File: src/common/chipRamPkg.sv
package chipRamPkg;

    //////////////////////////////
    // SDRAM commands
    //////////////////////////////

    // Bit order is csN, rasN, casN, weN, all active low
    typedef enum logic [3:0] {
        CMD_NOP       = 4'b1111,
        CMD_PRECHARGE = 4'b0010,
        CMD_ACTIVATE  = 4'b0011,
        CMD_READ      = 4'b0101,
        CMD_WRITE     = 4'b0100,
        CMD_REFRESH   = 4'b0001,
        CMD_MODE      = 4'b0000
    } sdramCmd_t;

    // Who currently owns the SDRAM
    typedef enum logic [1:0] {
        OWNER_NONE,
        OWNER_CPU,
        OWNER_DMA,
        OWNER_REFRESH
    } accessOwner_t;

    //////////////////////////////
    // Timing and mode constants
    //////////////////////////////

    // Step counters for init and for one access
    typedef logic [3:0] step_t;

    // CAS latency 2, sequential burst of 4
    localparam logic [10:0] MODE_WORD          = 11'h022;
    // A10 high selects all banks
    localparam logic [10:0] PRECHARGE_ALL_ADDR = 11'h400;
    // About 7.8 us at 25 MHz
    localparam logic [7:0]  REFRESH_INTERVAL   = 8'd185;
    localparam step_t       REFRESH_STEPS      = 4'd3;
    localparam step_t       INIT_DONE_STEP     = 4'd13;
    localparam step_t       ACK_STEP           = 4'd5;
    localparam step_t       CPU_END_STEP       = 4'd7;
    localparam step_t       DMA_END_STEP       = 4'd9;

    //////////////////////////////
    // Shared structs
    //////////////////////////////

    // CPU word address plus direction
    typedef struct packed {
        logic [20:1] addr;
        logic        write;
    } cpuReq_t;

    // DMA addresses as Agnus put them on DRA
    typedef struct packed {
        logic [9:0] row;
        logic [9:0] col;
        logic       write;
        // Upper row half, taken from ras0N
        logic       upper;
    } dmaReq_t;

    // Raw Agnus DRAM pins
    typedef struct packed {
        logic       ras0N;
        logic       ras1N;
        logic       casLN;
        logic       casUN;
        logic       dbrN;
        logic       aweN;
        logic [9:0] dra;
    } agnusPins_t;

    // Registered SDRAM control and address pins
    typedef struct packed {
        logic        csN;
        logic        rasN;
        logic        casN;
        logic        weN;
        logic [10:0] addr;
        logic        bank0;
    } sdramPins_t;

endpackage

File: src/logic/agnusSync.sv
`timescale 1ns/1ns

module agnusSync import chipRamPkg::*; (
    input  logic       C1,
    input  logic       REFRESH_RST,
    input  agnusPins_t agnusPins,
    output logic       dmaStrobe,
    output dmaReq_t    dmaRequest,
    output logic       dbrFree
);

    // Either strobe low counts as active
    logic rasAnyN;
    logic casAnyN;

    // Two sync flops plus one for edge detection
    logic [2:0] rasSync;
    logic [2:0] casSync;
    logic [1:0] dbrSync;
    logic [1:0] aweSync;

    logic rasFall;
    logic casFall;

    assign rasAnyN = agnusPins.ras0N & agnusPins.ras1N;
    assign casAnyN = agnusPins.casLN & agnusPins.casUN;

    //////////////////////////////
    // Synchronizers
    //////////////////////////////

    always_ff @(posedge C1 or posedge REFRESH_RST) begin
        if (REFRESH_RST) begin
            // All strobes idle high
            rasSync   <= '1;
            casSync   <= '1;
            dbrSync   <= '1;
            aweSync   <= '1;
            dmaStrobe <= 1'b0;
        end else begin
            rasSync   <= {rasSync[1:0], rasAnyN};
            casSync   <= {casSync[1:0], casAnyN};
            dbrSync   <= {dbrSync[0], agnusPins.dbrN};
            aweSync   <= {aweSync[0], agnusPins.aweN};
            // One pulse per Agnus CAS cycle
            dmaStrobe <= casFall;
        end
    end

    assign rasFall = rasSync[2] & ~rasSync[1];
    assign casFall = casSync[2] & ~casSync[1];
    // Agnus not holding the bus
    assign dbrFree = dbrSync[1];

    //////////////////////////////
    // DMA address latches
    //////////////////////////////

    // DRA and ras0N have long settled by the time the synced edge shows up
    always_ff @(posedge C1) begin
        if (rasFall) begin
            dmaRequest.row   <= agnusPins.dra;
            // 8372A mapping, ras0 active means upper half
            dmaRequest.upper <= ~agnusPins.ras0N;
        end
        if (casFall) begin
            dmaRequest.col   <= agnusPins.dra;
            dmaRequest.write <= ~aweSync[1];
        end
    end

endmodule

File: src/logic/chipRamCtrl.sv
`timescale 1ns/1ns

module chipRamCtrl import chipRamPkg::*; (
    input  logic       C1,
    input  logic       REFRESH_RST,
    input  logic       cpuReq,
    input  cpuReq_t    cpuRequest,
    input  logic       twoMbEn,
    input  agnusPins_t agnusPins,
    output logic       cpuAck,
    output sdramPins_t sdram,
    output logic       dmaCycle,
    output logic       dbEnN,
    output logic       initDone
);

    // Refresh handshake
    logic refreshDue;
    logic refreshIssued;

    // Agnus side
    logic    dmaStrobe;
    dmaReq_t dmaRequest;
    logic    dbrFree;

    // Slots toward the sequencer
    logic    cpuSlotReq;
    logic    cpuSlotAck;
    cpuReq_t cpuSlotData;
    logic    dmaSlotReq;
    logic    dmaSlotAck;
    dmaReq_t dmaSlotData;

    sdramCmd_t    cmd;
    accessOwner_t owner;

    //////////////////////////////
    // Request sources
    //////////////////////////////

    refreshTimer refreshTimer_i (
        .C1            (C1),
        .REFRESH_RST   (REFRESH_RST),
        .refreshIssued (refreshIssued),
        .refreshDue    (refreshDue)
    );

    agnusSync agnusSync_i (
        .C1          (C1),
        .REFRESH_RST (REFRESH_RST),
        .agnusPins   (agnusPins),
        .dmaStrobe   (dmaStrobe),
        .dmaRequest  (dmaRequest),
        .dbrFree     (dbrFree)
    );

    // External four-phase port passes through
    requestSlot #(.payload_t(cpuReq_t)) cpuSlot (
        .C1          (C1),
        .REFRESH_RST (REFRESH_RST),
        .inReq       (cpuReq),
        .inData      (cpuRequest),
        .slotAck     (cpuSlotAck),
        .slotReq     (cpuSlotReq),
        .slotData    (cpuSlotData),
        .inAck       (cpuAck)
    );

    // Strobe becomes a held request, Agnus never sees an ack
    requestSlot #(.payload_t(dmaReq_t)) dmaSlot (
        .C1          (C1),
        .REFRESH_RST (REFRESH_RST),
        .inReq       (dmaStrobe),
        .inData      (dmaRequest),
        .slotAck     (dmaSlotAck),
        .slotReq     (dmaSlotReq),
        .slotData    (dmaSlotData),
        .inAck       ()
    );

    //////////////////////////////
    // SDRAM control
    //////////////////////////////

    sdramSequencer sdramSequencer_i (
        .C1            (C1),
        .REFRESH_RST   (REFRESH_RST),
        .refreshDue    (refreshDue),
        .dbrFree       (dbrFree),
        .cpuSlotReq    (cpuSlotReq),
        .dmaSlotReq    (dmaSlotReq),
        .cpuWrite      (cpuSlotData.write),
        .dmaWrite      (dmaSlotData.write),
        .dmaCol0       (dmaSlotData.col[0]),
        .cmd           (cmd),
        .owner         (owner),
        .cpuSlotAck    (cpuSlotAck),
        .dmaSlotAck    (dmaSlotAck),
        .refreshIssued (refreshIssued),
        .dmaCycle      (dmaCycle),
        .dbEnN         (dbEnN),
        .initDone      (initDone)
    );

    sdramAddrMux sdramAddrMux_i (
        .C1          (C1),
        .REFRESH_RST (REFRESH_RST),
        .cmd         (cmd),
        .owner       (owner),
        .cpuRequest  (cpuSlotData),
        .dmaRequest  (dmaSlotData),
        .twoMbEn     (twoMbEn),
        .sdram       (sdram)
    );

endmodule

File: src/logic/refreshTimer.sv
`timescale 1ns/1ns

module refreshTimer import chipRamPkg::*; (
    input  logic C1,
    input  logic REFRESH_RST,
    input  logic refreshIssued,
    output logic refreshDue
);

    // Cycles since the last auto-refresh
    logic [7:0] refreshCount;

    //////////////////////////////
    // Saturating counter
    //////////////////////////////

    always_ff @(posedge C1 or posedge REFRESH_RST) begin
        if (REFRESH_RST) begin
            refreshCount <= '0;
        end else if (refreshIssued) begin
            // Sequencer has just taken the refresh slot
            refreshCount <= '0;
        end else if (refreshCount != REFRESH_INTERVAL) begin
            refreshCount <= refreshCount + 8'd1;
        end
    end

    // Stays high until the sequencer gets round to it
    assign refreshDue = (refreshCount == REFRESH_INTERVAL);

endmodule

File: src/logic/requestSlot.sv
`timescale 1ns/1ns

module requestSlot #(
    parameter type payload_t = logic
) (
    input  logic     C1,
    input  logic     REFRESH_RST,
    input  logic     inReq,
    input  payload_t inData,
    input  logic     slotAck,
    output logic     slotReq,
    output payload_t slotData,
    output logic     inAck
);

    // Idle, waiting on the sequencer, then waiting for the requester to let go
    typedef enum logic [1:0] {
        SLOT_IDLE,
        SLOT_PENDING,
        SLOT_DONE
    } slotState_t;

    slotState_t state;

    always_ff @(posedge C1 or posedge REFRESH_RST) begin
        if (REFRESH_RST) begin
            state <= SLOT_IDLE;
        end else begin
            case (state)
                SLOT_IDLE: begin
                    if (inReq) begin
                        state <= SLOT_PENDING;
                    end
                end
                SLOT_PENDING: begin
                    // Access finished in the sequencer
                    if (slotAck) begin
                        state <= SLOT_DONE;
                    end
                end
                default: begin
                    if (!inReq) begin
                        state <= SLOT_IDLE;
                    end
                end
            endcase
        end
    end

    // Payload captured at the start of a request
    always_ff @(posedge C1) begin
        if (state == SLOT_IDLE && inReq) begin
            slotData <= inData;
        end
    end

    assign slotReq = (state == SLOT_PENDING);
    // Ack passes straight through, then holds until inReq drops
    assign inAck   = (state == SLOT_DONE) || (slotReq && slotAck);

endmodule

File: src/sdramSeq/sdramAddrMux.sv
`timescale 1ns/1ns

module sdramAddrMux import chipRamPkg::*; (
    input  logic         C1,
    input  logic         REFRESH_RST,
    input  sdramCmd_t    cmd,
    input  accessOwner_t owner,
    input  cpuReq_t      cpuRequest,
    input  dmaReq_t      dmaRequest,
    input  logic         twoMbEn,
    output sdramPins_t   sdram
);

    logic [10:0] nextAddr;
    logic        cpuOwned;

    assign cpuOwned = (owner == OWNER_CPU);

    // Row and column layout per command
    always_comb begin
        nextAddr = '0;
        case (cmd)
            CMD_PRECHARGE: nextAddr = PRECHARGE_ALL_ADDR;
            CMD_MODE:      nextAddr = MODE_WORD;
            CMD_ACTIVATE: begin
                if (cpuOwned) begin
                    nextAddr = {1'b0, cpuRequest.addr[19], cpuRequest.addr[17:9]};
                end else begin
                    // 8372A row, RAS0 picks the half
                    nextAddr = {1'b0, dmaRequest.upper, dmaRequest.row[8:0]};
                end
            end
            CMD_READ, CMD_WRITE: begin
                if (cpuOwned) begin
                    nextAddr = {3'b000, cpuRequest.addr[18], cpuRequest.addr[8:2]};
                end else begin
                    nextAddr = {3'b000, dmaRequest.col[8:1]};
                end
            end
            default: nextAddr = '0;
        endcase
    end

    always_ff @(posedge C1 or posedge REFRESH_RST) begin
        if (REFRESH_RST) begin
            // NOP with the bus parked
            sdram <= '{csN: 1'b1, rasN: 1'b1, casN: 1'b1, weN: 1'b1,
                       addr: '0, bank0: 1'b0};
        end else begin
            {sdram.csN, sdram.rasN, sdram.casN, sdram.weN} <= cmd;
            sdram.addr  <= nextAddr;
            // Second megabyte only for CPU accesses
            sdram.bank0 <= cpuOwned && twoMbEn && cpuRequest.addr[20];
        end
    end

endmodule

File: src/sdramSeq/sdramSequencer.sv
`timescale 1ns/1ns

module sdramSequencer import chipRamPkg::*; (
    input  logic         C1,
    input  logic         REFRESH_RST,
    input  logic         refreshDue,
    input  logic         dbrFree,
    input  logic         cpuSlotReq,
    input  logic         dmaSlotReq,
    input  logic         cpuWrite,
    input  logic         dmaWrite,
    input  logic         dmaCol0,
    output sdramCmd_t    cmd,
    output accessOwner_t owner,
    output logic         cpuSlotAck,
    output logic         dmaSlotAck,
    output logic         refreshIssued,
    output logic         dmaCycle,
    output logic         dbEnN,
    output logic         initDone
);

    step_t initStep;
    step_t step;
    step_t endStep;

    logic idle;
    logic dmaPending;
    logic cpuPending;
    logic grantDma;
    logic grantCpu;
    logic accessWrite;

    //////////////////////////////
    // Arbitration
    //////////////////////////////

    assign idle       = initDone && (owner == OWNER_NONE);
    // Ack still high means the slot has not let go yet
    assign dmaPending = dmaSlotReq && !dmaSlotAck;
    assign cpuPending = cpuSlotReq && !cpuSlotAck;

    // Refresh first, then DMA, then CPU
    assign refreshIssued = idle && refreshDue;
    assign grantDma      = idle && !refreshDue && dmaPending;
    // CPU only while Agnus leaves the bus alone
    assign grantCpu      = idle && !refreshDue && !dmaPending && cpuPending && dbrFree;

    // Last step of the current access
    always_comb begin
        case (owner)
            OWNER_CPU: endStep = CPU_END_STEP;
            OWNER_DMA: endStep = DMA_END_STEP;
            default:   endStep = REFRESH_STEPS;
        endcase
    end

    assign accessWrite = (owner == OWNER_CPU) ? cpuWrite : dmaWrite;

    //////////////////////////////
    // Step counters
    //////////////////////////////

    always_ff @(posedge C1 or posedge REFRESH_RST) begin
        if (REFRESH_RST) begin
            initStep   <= '0;
            initDone   <= 1'b0;
            step       <= '0;
            owner      <= OWNER_NONE;
            cpuSlotAck <= 1'b0;
            dmaSlotAck <= 1'b0;
            dmaCycle   <= 1'b0;
            dbEnN      <= 1'b1;
        end else begin
            // Power-up sequence, counts once and stops
            if (!initDone) begin
                if (initStep == INIT_DONE_STEP) begin
                    initDone <= 1'b1;
                end else begin
                    initStep <= initStep + 4'd1;
                end
            end

            if (refreshIssued) begin
                owner <= OWNER_REFRESH;
                step  <= '0;
            end else if (grantDma) begin
                owner <= OWNER_DMA;
                step  <= '0;
            end else if (grantCpu) begin
                owner <= OWNER_CPU;
                step  <= '0;
            end else if (owner != OWNER_NONE) begin
                if (step == endStep) begin
                    owner <= OWNER_NONE;
                    step  <= '0;
                end else begin
                    step <= step + 4'd1;
                end
            end

            // CPU ack rises mid-access and falls once the slot drops its request
            if (owner == OWNER_CPU && step == ACK_STEP) begin
                cpuSlotAck <= 1'b1;
            end else if (cpuSlotAck && !cpuSlotReq) begin
                cpuSlotAck <= 1'b0;
            end

            // DMA request is held until the whole access is over
            if (owner == OWNER_DMA && step == DMA_END_STEP) begin
                dmaSlotAck <= 1'b1;
            end else if (dmaSlotAck && !dmaSlotReq) begin
                dmaSlotAck <= 1'b0;
            end

            // Registered like the SDRAM pins so both line up
            dmaCycle <= (owner == OWNER_DMA);
            // Buffer enable follows DRA0 of the column
            dbEnN    <= !((owner == OWNER_DMA) && dmaCol0);
        end
    end

    //////////////////////////////
    // Command decode
    //////////////////////////////

    always_comb begin
        cmd = CMD_NOP;
        if (!initDone) begin
            case (initStep)
                4'd0:       cmd = CMD_PRECHARGE;
                4'd2:       cmd = CMD_MODE;
                4'd5, 4'd9: cmd = CMD_REFRESH;
                default:    cmd = CMD_NOP;
            endcase
        end else if (owner == OWNER_REFRESH) begin
            if (step == '0) begin
                cmd = CMD_REFRESH;
            end
        end else if (owner != OWNER_NONE) begin
            case (step)
                4'd0:    cmd = CMD_ACTIVATE;
                // RAS to CAS delay covered by step 1
                4'd2:    cmd = accessWrite ? CMD_WRITE : CMD_READ;
                4'd3:    cmd = CMD_PRECHARGE;
                default: cmd = CMD_NOP;
            endcase
        end
    end

endmodule

File: config.mk
export PLATFORM = sky130hd
export DESIGN_NAME = chipRamCtrl
export DESIGN_NICKNAME = d
export VERILOG_FILES = /design/src/common/chipRamPkg.sv /design/src/logic/agnusSync.sv /design/src/logic/chipRamCtrl.sv /design/src/logic/refreshTimer.sv /design/src/logic/requestSlot.sv /design/src/sdramSeq/sdramAddrMux.sv /design/src/sdramSeq/sdramSequencer.sv
export SDC_FILE = /design/constraint.sdc
export NUM_CORES = 1
export LEC_CHECK = 0
export BUFFER_PORTS_ARGS = -buffer_cell sky130_fd_sc_hd__buf_2
export CAP_MARGIN = 30
export CORE_MARGIN = 2
export CORE_UTILIZATION = 30
export CTS_CLUSTER_DIAMETER = 80
export DETAILED_ROUTE_END_ITERATION = 8
export SLEW_MARGIN = 15
export SYNTH_ARGS = -nofsm -noshare
export SYNTH_HDL_FRONTEND = slang
export SYNTH_SLANG_ARGS = --single-unit
export TNS_END_PERCENT = 20
File: constraint.sdc
create_clock -name C1 -period 8.25 [get_ports C1]
set_clock_uncertainty 0.15 [all_clocks]
set_input_delay 1.65 -clock C1 [delete_from_list [all_inputs] [get_ports C1]]
set_output_delay 1.65 -clock C1 [all_outputs]
set_load 0.01 [all_outputs]
* Word level (Yosys, flattened, before mapping)
Index checks and enable logic that the tools add are counted.
Cells by class: add/sub/neg operators 3, reductions and logical operators 45, bitwise logic cells 10, mux-type cells 38, eq/ne operators 27
Operators with widths (count):
- 11-bit one-hot mux with 4 select lines | 1
- 4-bit 2-to-1 mux | 9
- 8-bit 2-to-1 mux | 3
- 4-bit one-hot mux with 3 select lines | 2
- 2-bit 2-to-1 mux | 11
- 4-bit by 2-bit equality test with 1-bit output (second input constant) | 5
- 1-bit logical AND | 19
- 4-bit by 3-bit equality test with 1-bit output (second input constant) | 4
- 4-bit equality test (second input constant) | 3
- 4-bit zero test | 3
- 10-bit 2-to-1 mux | 1
- 4-bit by 1-bit adder with 4-bit output (second input constant) | 2
- 8-bit by 1-bit adder with 8-bit output (second input constant) | 1
- 8-bit equality test (second input constant) | 1
- 1-bit 2-to-1 mux | 8
- 8-bit != test (second input constant) | 1
- 2-bit one-hot mux with 2 select lines | 2
- 4-bit one-hot mux with 2 select lines | 1
- 2-bit nonzero test | 4
- 4-bit nonzero test | 2
- 1-bit zero test | 7
- 2-bit by 1-bit equality test with 1-bit output (second input constant) | 3
- 2-bit equality test (second input constant) | 3
- 2-bit zero test | 3
- other kinds (10) | 24
Storage, ports and cells: output and inout port bits 20, bits in registers 115, input port bits 41

* Longest topological paths before layout
Gate-level depths: netlist (run 1).
depth in word-level cells 10, mapped depth 8, gate-level depth less buffers 7

* Hierarchy
A second synthesis (run 1) with hierarchy kept.
Second synthesis, totals: cells, all modules 317, area, all modules 4755.8 um^2
Modules (own cells, without submodules):
- sdramSequencer | area an instance 1077.3 um^2, seq. area each 376.6 um^2, cells each 113, times used 1
- agnusSync | area an instance 999.7 um^2, seq. area each 948.4 um^2, cells each 40, times used 1
- requestSlot at dmaSlot | area an instance 768.2 um^2, seq. area each 710.7 um^2, cells each 34, times used 1
- sdramAddrMux | area an instance 743.2 um^2, seq. area each 405.4 um^2, cells each 55, times used 1
- requestSlot at cpuSlot | area an instance 738.2 um^2, seq. area each 680.7 um^2, cells each 33, times used 1
- refreshTimer | area an instance 429.2 um^2, seq. area each 200.2 um^2, cells each 42, times used 1

* Least setup slack after synthesis (run 1)
No wires, ideal clock.
path type input to register, start in cpuReq, end reg cpuSlot.slotData[0] in the netlist's numbering, enable pin, cell stages on the path 1, required time 7.671 ns, setup slack 4.445 ns, setup time 0.429 ns, arrival 3.226 ns, buffers on the path 0, path through nor3b_1
Between the ends: longest elaborated chain between the ends 1
RTL lines:
- start, declared | line chipRamCtrl.sv:6 | input logic cpuReq,
- 1-bit logical AND | line requestSlot.sv:52 | if (state == SLOT_IDLE && inReq) begin
- end signal, assigned | line requestSlot.sv:53 | slotData <= inData;
- end, declared | line requestSlot.sv:12 | output payload_t slotData,
No other way between the ends. A chain may end at the register's enable or synchronous reset.

* Final worst setup path (run 1)
start reg cpuSlot.state[1], end out cpuAck
Between the ends: longest elaborated chain between the ends 3, elaborated cells between the ends (all ways) 4, classes of those cells eq/ne: 2; reduce/logical: 2
RTL lines:
- start, declared | line requestSlot.sv:23 | slotState_t state;
- start signal, assigned | line requestSlot.sv:27 | state <= SLOT_IDLE;
- start signal, assigned | line requestSlot.sv:32 | state <= SLOT_PENDING;
- start signal, assigned | line requestSlot.sv:38 | state <= SLOT_DONE;
- 2-bit by 1-bit equality test with 1-bit output | line requestSlot.sv:57 | assign slotReq = (state == SLOT_PENDING);
- 1-bit logical AND | line requestSlot.sv:59 | assign inAck = (state == SLOT_DONE) || (slotReq && slotAck);
- 1-bit logical OR * | line requestSlot.sv:59
- end, declared | line chipRamCtrl.sv:10 | output logic cpuAck,
Every way passes the cells marked *; elsewhere a longest branch is shown, timed or not.

==> results of run 1 <==
==> power by group <==
| part | leakage (uW) | switching [uW] | internal, uW | total [uW] |
|---|---|---|---|---|
| logic | 0.000804 | 217 | 165 | 382 |
| registers | 0.00119 | 56.0 | 689 | 745 |
| clock network | 0.000310 | 253 | 534 | 788 |
| total | 0.00231 | 527 | 1390 | 1910 |
==> layout make-up <==
type	instances	share of cell area, %
inverter	13	0.851
sequential	114	55.3
timing repair buffer	64	5.85
clock inverter	14	3.69
tap	188	4.10
multi-input combinational	164	22.7
clock buffer	18	7.48
==> routing by layer <==
layer,vias to the layer above,routed length (um)
met3,16,372
met2,64,4020
met1,1278,3990
li1,1259,-
met4,0,153
met5,-,0
==> Yosys cell counts (all sizes together), types with 4 or more instances <==
library cell and count:
a21oi 5, and2 5, and3 5, buf 7, dfrtp 39, dfstp 15
edfxtp 60, ha 10, inv 13, mux2i 19, nand2 19, nand3 15
nand4 4, nor2 10, nor2b 4, o21ai 13, o22ai 6, xnor2 6
==> flip-flops by register name (all words and copies together), names as in the netlist, 2 cells and up <==
register / count
cpuSlot.state: 2
agnusSync_i.rasSync: 3
agnusSync_i.aweSync: 2
dmaSlot.slotData: 20
dmaSlot.state: 2
sdramSequencer_i.initStep: 4
refreshTimer_i.refreshCount: 8
agnusSync_i.dmaRequest: 20
agnusSync_i.casSync: 3
sdramAddrMux_i.sdram: 16
sdramSequencer_i.owner: 2
cpuSlot.slotData: 20
agnusSync_i.dbrSync: 2
sdramSequencer_i.step: 4
==> worst max-delay path: stages (launching register included) <==
cell and delay, ns:
dfrtp_1 0.42, inv_1 0.09, nand3_1 0.13, o21ai_0 0.11, buf_2 0.15
==> cell usage in the layout (no fill, tap or decap), drive strengths merged, types with 10 or more instances in the layout <==
cell    count
mux2i      19
ha         10
nand3      15
buf        64
dfstp      15
nand2      19
inv        14
clkbuf     18
edfxtp     60
dfrtp      39
o21ai      13
nor2       10
==> worst max-delay path by stage <==
stage	start	to	depth (start not counted)
after floorplan	cpuReq	cpuSlot.slotData[0]$_DFFE_PP_	1
after global placement	cpuReq	cpuSlot.slotData[19]$_DFFE_PP_	3
after detailed placement	cpuReq	cpuSlot.slotData[12]$_DFFE_PP_	3
after CTS	cpuSlot.state[1]$_DFFE_PP0P_	cpuAck	4
after global routing	cpuSlot.state[1]$_DFFE_PP0P_	cpuAck	4
final	cpuSlot.state[1]$_DFFE_PP0P_	cpuAck	4
==> kinds of logic (layout without fill, tap and decap cells) <==
kind of cell / after synthesis / after routing
buffers and inverters: 21 / 109
xor gates and xnor gates: 6 / 6
AOI/OAI and AO/OA: 44 / 44
and+or+nand+nor: 82 / 82
adders and majority gates: 10 / 10
DFF: 114 / 114
muxes: 22 / 22
==> per-stage QoR <==
stage	setup slack, ns	hold WS [ns]	cells
after floorplan	4.44	0.195	299
after detailed placement	5.48	0.197	542
after CTS	5.12	0.205	574
after global routing	5.05	0.208	575
final	5.15	0.204	575
after global placement	5.53	0.196	541
==> results.tsv, run 1 <==
metric	value	unit
status	complete, no violations	
Hold Buf Count CTS	0	
core area	15000	um2
Worst R2R End	sdramAddrMux_i.sdram[1]$_DFF_PP0_	
Max Freq	322	MHz
I/O pins	61	
final core utilization	38.1	%
max_slew headroom	53.0	%
via count	2617	
# Max-Cap Violations	0	
fin nets	425	
Mapped Area	4570	um2
final period utilization	37.6	%
final instance area	5730	um2
synthesized flop and latch total	114	
worst setup path class	reg -> out	
First-pass DRT Iterations	5	
post_cts resized	0	
Die W	127	um
Tightest Pin Transition	0.705	ns
crit path time final	3.10	ns
multi-input logic area	1300	um2
HP Class	reg -> reg	
met1 GRT Util	14.3	%
1st-iter DRT viols	187	
hold endpoint	agnusSync_i.rasSync[1]$_DFF_PP1_	
die area	16200	um2
Synth-to-Final Area Change	25.5	%
pin count of the biggest net entering global routing	55	
post-route ant nets	0	
met3 Use GR	4.06	%
Die Y	127	um
total grt overflow	0	
Post-Synth Adder-Cell Area	2.74	%
TNS Setup	0	ns
post-synthesis async set-or-reset flop share	47.4	%
CTS tree	built	
final setup fails	0	
fin. max-slew vios	0	
Synth area leader	edfxtp_1	
post-synthesis mux area share	4.90	%
Post-Synth XOR/XNOR Area	1.56	%
number of flops mapped to enable cells by yosys	60	
clk slew on worst S/H paths	0.06	ns
Initial Utilization	30.4	%
DP HPWL	5.57	mm
Netlist cell types	57	
drt drc	0	
Yosys warnings	0	
GR Util met2	17.7	%
global-route layer with the greatest usage	met2	
Post-Synth Simple-Gate Area	10.7	%
total power	1910	uW
cts bufs inserted	17	
n_diodes	0	
CP Capture Type	output pin	
R2R Setup Slk	5.85	ns
# Post-CTS Setup Buffers	0	
vias in the first global route	2674	
Vias/cell	4.55	
Primary FF master, synth	edfxtp_1	
Worst R2R Start	sdramSequencer_i.step[1]$_DFFE_PP0P_	
Hold Path Origin	agnusSync_i.rasSync[0]$_DFF_PP1_	
Placed Area	5090	um2
drt wl/cell	14.9	um
layout filler cell count	1406	
fraction of post-synthesis cell area in the top cell type by area	39.4	%
Syn Inst Count	299	
Synth area leaders	edfxtp_1, dfrtp_1, dfstp_2	
register area share after synthesis	69.4	%
crit path max fanout	5	
Synth Area per Inst	15.3	um2
DRT Wirelength	8.54	mm
P per Cell Area	334	nW/um2
Worst EP arrival	1.30	ns
Leak	0.00231	uW
CTS Sinks	114	
CTS H-tree depth	4	
clock root buffer	clkbuf_16	
R2R depth	7	
Final Hold Viols	0	
maximum VDD drop	0.168	mV
RSZ-0062 raised after global routing	no	
compound-gate portion of the synthesized area	8.38	%
Clock Latency Late Sink	0.41	ns
first-pass GRT wire length	13.8	mm
Clock Path Buffers	2	
input/output buffers	58	
routability cong.	0.760	
GRT Overall Usage	11.2	%
Critical Path RT	6.45	ns
main combinational cell family by area after synthesis	simple AND/OR/NAND/NOR gates	
Rows	45	
Worst Setup Start Kind	flip-flop	
syn nets	350	
share of cells above drive strength 1	34.9	%
Register Area	3170	um2
initial antenna violation count	0	
Hold Path Depth	0	
Note: power is estimated with default switching activity, not from simulation.
==> run 2: changes to the inputs <==
Clock period 8.25 ns to 2.78 ns, I/O delays scaled along.
==> results.tsv, run 2 (synthesis results as in run 1) <==
metric	value	unit	change
most common cell after layout, fill and taps aside	edfxtp_1		
CTS tree	built		
top sig layer	met4		
non-filler instance count after layout	577		+0.35%
clk slew on worst S/H paths	0.05	ns	about the same
Psw	1530	uW	+190%
CP Buf/Inv Count	1		-1
TNS Setup	0	ns	unchanged
DRT Wirelength	8.50	mm	-0.48%
DP Cell Count	545		+0.55%
die area	16200	um2	unchanged
Rows	45		unchanged
worst setup path class	reg -> reg		
biggest regs	agnusSync_i.dmaRequest: 20 flops, cpuSlot.slotData: 20 flops, dmaSlot.slotData: 20 flops		
Final Hold Viols	1		+1
core area	15000	um2	unchanged
crit path max fanout	6		+1
First-pass DRT Iterations	4		-1
worst-path cell chain	inv_1 > ha_1 > nor3_1 > nor3_2 > o211ai_4 > or2b_4 > o22ai_2		
Die Y	127	um	unchanged
status	complete, but fails checks		
Switching Share	28.5	%	+0.97 points
# Max-Cap Violations	0		unchanged
fin. max-slew vios	0		unchanged
first-pass GRT wire length	13.6	mm	-1.4%
Placed Area	5110	um2	+0.44%
CTS H-tree depth	4		unchanged
final setup fails	0		unchanged
share of cells above drive strength 1	34.4	%	-0.44 points
clock root buffer	clkbuf_16		
HP Class	in -> async		
max_slew headroom	64.9	%	+12 points
total power	5360	uW	+180%
# Post-CTS Setup Buffers	0		unchanged
Vias/cell	4.52		-0.65%
Met2 Wirelength	4.10	mm	+2.0%
final instance area	5670	um2	-1.1%
power share of the combinational group	20.9	%	+0.9 points
fin nets	427		+0.47%
cell internal pwr	3830	uW	+180%
Leak	0.00228	uW	-1.3%
R2R Setup Slk	0.43	ns	-5.42 ns
routability cong.	0.784		+3.2%
most frequent cells in the layout	edfxtp_1, buf_2, dfrtp_1		
Critical Path RT	2.91	ns	-3.54 ns
Clk network pwr share	37.8	%	-3.3 points
failing checks	negative hold slack		
Top delay family on crit path	simple AND/OR/NAND/NOR gates		
slowest CP cell	dfrtp_1		
Clock Path Buffers	2		unchanged
post_cts resized	0		unchanged
Reg power frac	41.3	%	+2.4 points
maximum VDD drop	0.445	mV	+160%
n_diodes	0		unchanged
via count	2609		-0.31%
CP Capture Type	flip-flop		
Tightest Pin Transition	0.524	ns	-0.181 ns
Synth-to-Final Area Change	24.1	%	
Worst EP arrival	2.48	ns	+1.18 ns
Initial Utilization	30.4	%	unchanged
Worst Setup Start Kind	flip-flop		
pin count of the biggest net entering global routing	25		-55%
crit path time final	2.35	ns	
Max Freq	425	MHz	
DR WL met3	313	um	-16%
Clock Latency Late Sink	0.40	ns	about the same
CTS Sinks	114		unchanged
final period utilization	84.5	%	
initial antenna violation count	0		unchanged
drt wl/cell	14.7	um	-0.82%
RSZ-0062 raised after global routing	no		
I/O pins	61		unchanged
DP HPWL	5.87	mm	+5.4%
input/output buffers	58		unchanged
total grt overflow	0		unchanged
Die W	127	um	unchanged
GRT Overall Usage	11.1	%	-0.15 points
1st-iter DRT viols	117		-37%
post-route ant nets	0		unchanged
cts bufs inserted	17		unchanged
drt drc	0		unchanged
WL met1	4.00	mm	+0.10%
Fin Hold WS	-0.000286	ns	-0.205 ns
Hold Buf Count CTS	0		unchanged
CP peak stage delay	0.46	ns	+0.04 ns
vias in the first global route	2699		+0.93%
layout filler cell count	1399		-0.50%
P per Cell Area	945	nW/um2	+180%
==> run 2: cell count changes in the layout (fill, tap and decap cells not counted) <==
cell,delta
clkinv_4,-1
clkbuf_8,+3
bufinv_16,-4
inv_4,+1
clkinv_2,-2
clkbuf_1,+3
buf_4,+2
==> run 2: layout make-up <==
cell class | count | area, um2 | share of cell area (%)
Clock inverter | 8 | 78.8 | 1.39
Clock buffer | 24 | 482 | 8.50
Timing Repair Buffer | 66 | 350 | 6.18
Inverter | 13 | 48.8 | 0.861
Multi-Input combinational cell | 164 | 1300 | 23.0
Sequential cell | 114 | 3170 | 55.9
Tap cell | 188 | 235 | 4.15
==> run 2: path summary, 6_finish.rpt <==
| path | to | cells past startpoint | from |
|---|---|---|---|
| setup reg to reg | sdramAddrMux_i.sdram[1]$_DFF_PP0_ | 7 | sdramSequencer_i.step[0]$_DFFE_PP0P_ |
| setup / recovery | sdramAddrMux_i.sdram[1]$_DFF_PP0_ | 7 | sdramSequencer_i.step[0]$_DFFE_PP0P_ |
| max in group asynchronous | agnusSync_i.casSync[2]$_DFF_PP1_ | 3 | REFRESH_RST |
| hold / removal | sdramAddrMux_i.sdram[8]$_DFF_PP0_ | 2 | REFRESH_RST |
| hold reg to reg | agnusSync_i.casSync[1]$_DFF_PP1_ | 0 | agnusSync_i.casSync[0]$_DFF_PP1_ |
| min in group C1 | agnusSync_i.aweSync[0]$_DFF_PP1_ | 1 | agnusPins[10] |
==> run 2: layer usage <==
metal	GRT usage, %	vias up
met1	14.3	1281
met4	3.62	0
met5	0	-
li1	-	1263
met2	17.3	56
met3	4.15	9
==> run 2: through the flow <==
step / setup WS, ns / utilization [%]
after global placement: 0.503 / 34.0
final: 0.430 / 37.7
after detailed placement: 0.417 / 34.0
after CTS: 0.399 / 37.7
after floorplan: 0.0688 / -
after global routing: 0.249 / 37.7
==> run 2: worst reg2reg max path: cells and delay by family (launching register included) <==
family / cells / cell delay (ns)
buf+inv: 1 / 0.10
flops: 1 / 0.46
fa+ha+maj: 1 / 0.28
simple gates: 3 / 0.84
compound gates: 2 / 0.40
==> run 2: power by group through the flow <==
stage | Combinational (uW) | Sequential [uW] | Clock [uW]
after floorplan | 862 | 2210 | 0
after CTS | 1140 | 2220 | 2070
final | 1120 | 2210 | 2030
after detailed placement | 1130 | 2250 | 0
after global routing | 1240 | 2250 | 2140
after global placement | 1110 | 2240 | 0
==> run 3: changes to the inputs <==
Settings changed: ABC_AREA set to 1.
Clock period 2.78 ns to 2.35 ns, I/O delays scaled along.
==> results.tsv, run 3 <==
metric	value	unit	change
status	complete, no violations		
Netlist cell types	30		-47%
Initial Utilization	30.9	%	+0.54 points
routability cong.	0.818		+4.3%
Met2 Wirelength	4.08	mm	-0.63%
Worst Setup Start Kind	flip-flop		
pin count of the biggest net entering global routing	55		+120%
Synth-to-Final Area Change	26.5	%	
Clock Latency Late Sink	0.41	ns	about the same
most common cell after layout, fill and taps aside	nand2_1		
max_slew headroom	72.3	%	+7.4 points
number of flops mapped to enable cells by yosys	60		unchanged
HP Class	in -> reg		
WL met1	3.94	mm	-1.5%
Register Area	3170	um2	unchanged
Die W	127	um	-0.60%
most frequent cells in the layout	nand2_1, edfxtp_1, buf_2		
TNS Setup	0	ns	unchanged
maximum VDD drop	0.563	mV	+27%
cts bufs inserted	17		unchanged
most common cell in the netlist	nand2_1		
post-synthesis async set-or-reset flop share	47.4	%	unchanged
Synth area leaders	edfxtp_1, dfrtp_1, nand2_1		
slowest CP cell	dfrtp_1		
clk slew on worst S/H paths	0.06	ns	about the same
RSZ-0062 raised after global routing	no		
worst setup path class	reg -> reg		
Vias/cell	4.37		-3.3%
Synth Area per Inst	11.5	um2	-24%
via count	2934		+12%
Rows	44		-2.2%
I/O pins	61		unchanged
first-pass GRT wire length	14.2	mm	+4.6%
multi-input logic area	1160	um2	-11%
n_diodes	0		unchanged
CTS H-tree depth	4		unchanged
die area	16000	um2	-1.2%
# Post-CTS Setup Buffers	0		unchanged
final period utilization	87.8	%	+3.3 points
drt wl/cell	12.9	um	-13%
post-route ant nets	0		unchanged
final core utilization	39.1	%	+1.4 points
Placed Area	5090	um2	-0.29%
biggest regs	agnusSync_i.dmaRequest: 20 flops, cpuSlot.slotData: 20 flops, dmaSlot.slotData: 20 flops		
Most common cell on crit path	nand2_1		
First-pass DRT Iterations	4		unchanged
crit path max fanout	11		+5
Die Y	127	um	-0.60%
Fin Hold WS	0.0220	ns	+0.0223 ns
1st-iter DRT viols	167		+43%
DR WL met3	443	um	+42%
Syn Inst Count	391		+31%
core area	14600	um2	-3.0%
synthesized flop and latch total	114		unchanged
initial antenna violation count	0		unchanged
drt drc	0		unchanged
Max Freq	484	MHz	+14%
Yosys warnings	0		unchanged
Critical Path RT	2.49	ns	-0.42 ns
Post-synth top cells	nand2_1, edfxtp_1, inv_1		
worst-path cell chain	inv_1 > ha_1 > inv_1 > nand2_1 > nand2_1 > a21oi_1 > nand3_1 > nand2_1 > nand2_1 > nand3_1 > nand2_1		
Clock Path Buffers	2		unchanged
syn nets	442		+26%
final instance area	5710	um2	+0.68%
clock root buffer	clkbuf_16		
Primary FF master, synth	edfxtp_1		
fin nets	525		+23%
DRT Wirelength	8.64	mm	+1.6%
top sig layer	met4		
total grt overflow	0		unchanged
input/output buffers	58		unchanged
CTS tree	built		
vias in the first global route	2921		+8.2%
# Max-Cap Violations	0		unchanged
fraction of post-synthesis cell area in the top cell type by area	39.9	%	+0.49 points
Leak	0.00259	uW	+14%
P per Cell Area	1090	nW/um2	+15%
CP Capture Type	flip-flop		
Tightest Pin Transition	0.414	ns	-0.110 ns
fin. max-slew vios	0		unchanged
CP peak stage delay	0.43	ns	-0.03 ns
CTS Sinks	114		unchanged
share of cells above drive strength 1	25.9	%	-8.6 points
crit path time final	2.06	ns	-0.286 ns
layout filler cell count	1348		-3.6%
Mapped Area	4510	um2	-1.2%
DP HPWL	6.27	mm	+6.7%
final setup fails	0		unchanged
Worst EP arrival	2.20	ns	-0.28 ns
Synth area leader	edfxtp_1		
Final Hold Viols	0		-1
register area share after synthesis	70.3	%	+0.87 points
GRT Overall Usage	11.5	%	+0.41 points
[run 3: cell count changes in the layout (fill, tap and decap cells not counted), sizes merged, moves of 5 or more]
cell / delta
o21ai: -5
and3: -5
nor2: +18
nand2: +92
inv: +27
clkbuf: -6
mux2i: -19
nand3: +25
xor2: +6
a21oi: +5
and2: -5
[run 3: final timing paths]
check                      cells past startpoint  slack [ns]                                 end                                 start
max in group asynchronous                      4        1.25  sdramAddrMux_i.sdram[12]$_DFF_PP1_                           REFRESH_RST
max                                           11        0.29   sdramAddrMux_i.sdram[3]$_DFF_PP0_  sdramSequencer_i.step[1]$_DFFE_PP0P_
max reg2reg                                   11        0.29   sdramAddrMux_i.sdram[3]$_DFF_PP0_  sdramSequencer_i.step[1]$_DFFE_PP0P_
min in group asynchronous                      4        0.50     agnusSync_i.dmaStrobe$_DFF_PP0_                           REFRESH_RST
min                                            1        0.02    agnusSync_i.dbrSync[0]$_DFF_PP1_                         agnusPins[11]
min reg2reg                                    0        0.20    agnusSync_i.dbrSync[1]$_DFF_PP1_      agnusSync_i.dbrSync[0]$_DFF_PP1_
[run 3: critical path, delay by kind of cell, from the launching register on]
family	cells	cell delay [ns]
compound gates	1	0.16
fa+ha+maj	1	0.17
buf+inv	2	0.20
flops	1	0.43
simple gates	7	0.84
[run 3: layout make-up]
cell class	count	share of cell area [%]
clock inverters	14	2.89
multi-input cells	230	20.4
repair buffers	69	6.84
well taps	184	4.03
inverters	42	2.76
flip-flops and latches	114	55.6
clock buffers	18	7.52
[run 3: what timing repair did]
action,CTS,global route
hold endpoints to repair,40,0
endpoints found under the setup margin,0,0
hold buffers,2,0
resized for setup,0,0
[run 3: routing by layer]
metal / vias up / global-route usage, %
met1: 1389 / 14.3
met5: - / 0
met4: 0 / 5.49
met2: 72 / 18.1
met3: 15 / 3.75
li1: 1458 / -
[run 3: stage by stage]
stage	setup slack [ns]	power (uW)	instances
after floorplan	0.440	3310	391
after global placement	0.403	3660	637
after detailed placement	0.294	3700	637
after CTS	0.286	6260	671
after global routing	0.0475	6540	671
final	0.286	6200	671
[run 3: logic make-up after synthesis]
group | after synthesis | share of synthesized area, %
buffers and inverters | 47 | 4.02
adder cells (fa/ha/maj) | 10 | 2.77
XOR/XNOR | 8 | 1.55
AND/OR/NAND/NOR | 189 | 18.6
AO/OA/AOI/OAI | 23 | 2.80
flip-flops | 114 | 70.3
[run 3: report_power, final]
part / total, uW / internal (uW) / leakage, uW / switching [uW]
clock network: 2540 / 1660 / 0.000279 / 881
registers: 2510 / 2380 / 0.00119 / 130
logic: 1150 / 374 / 0.00112 / 771
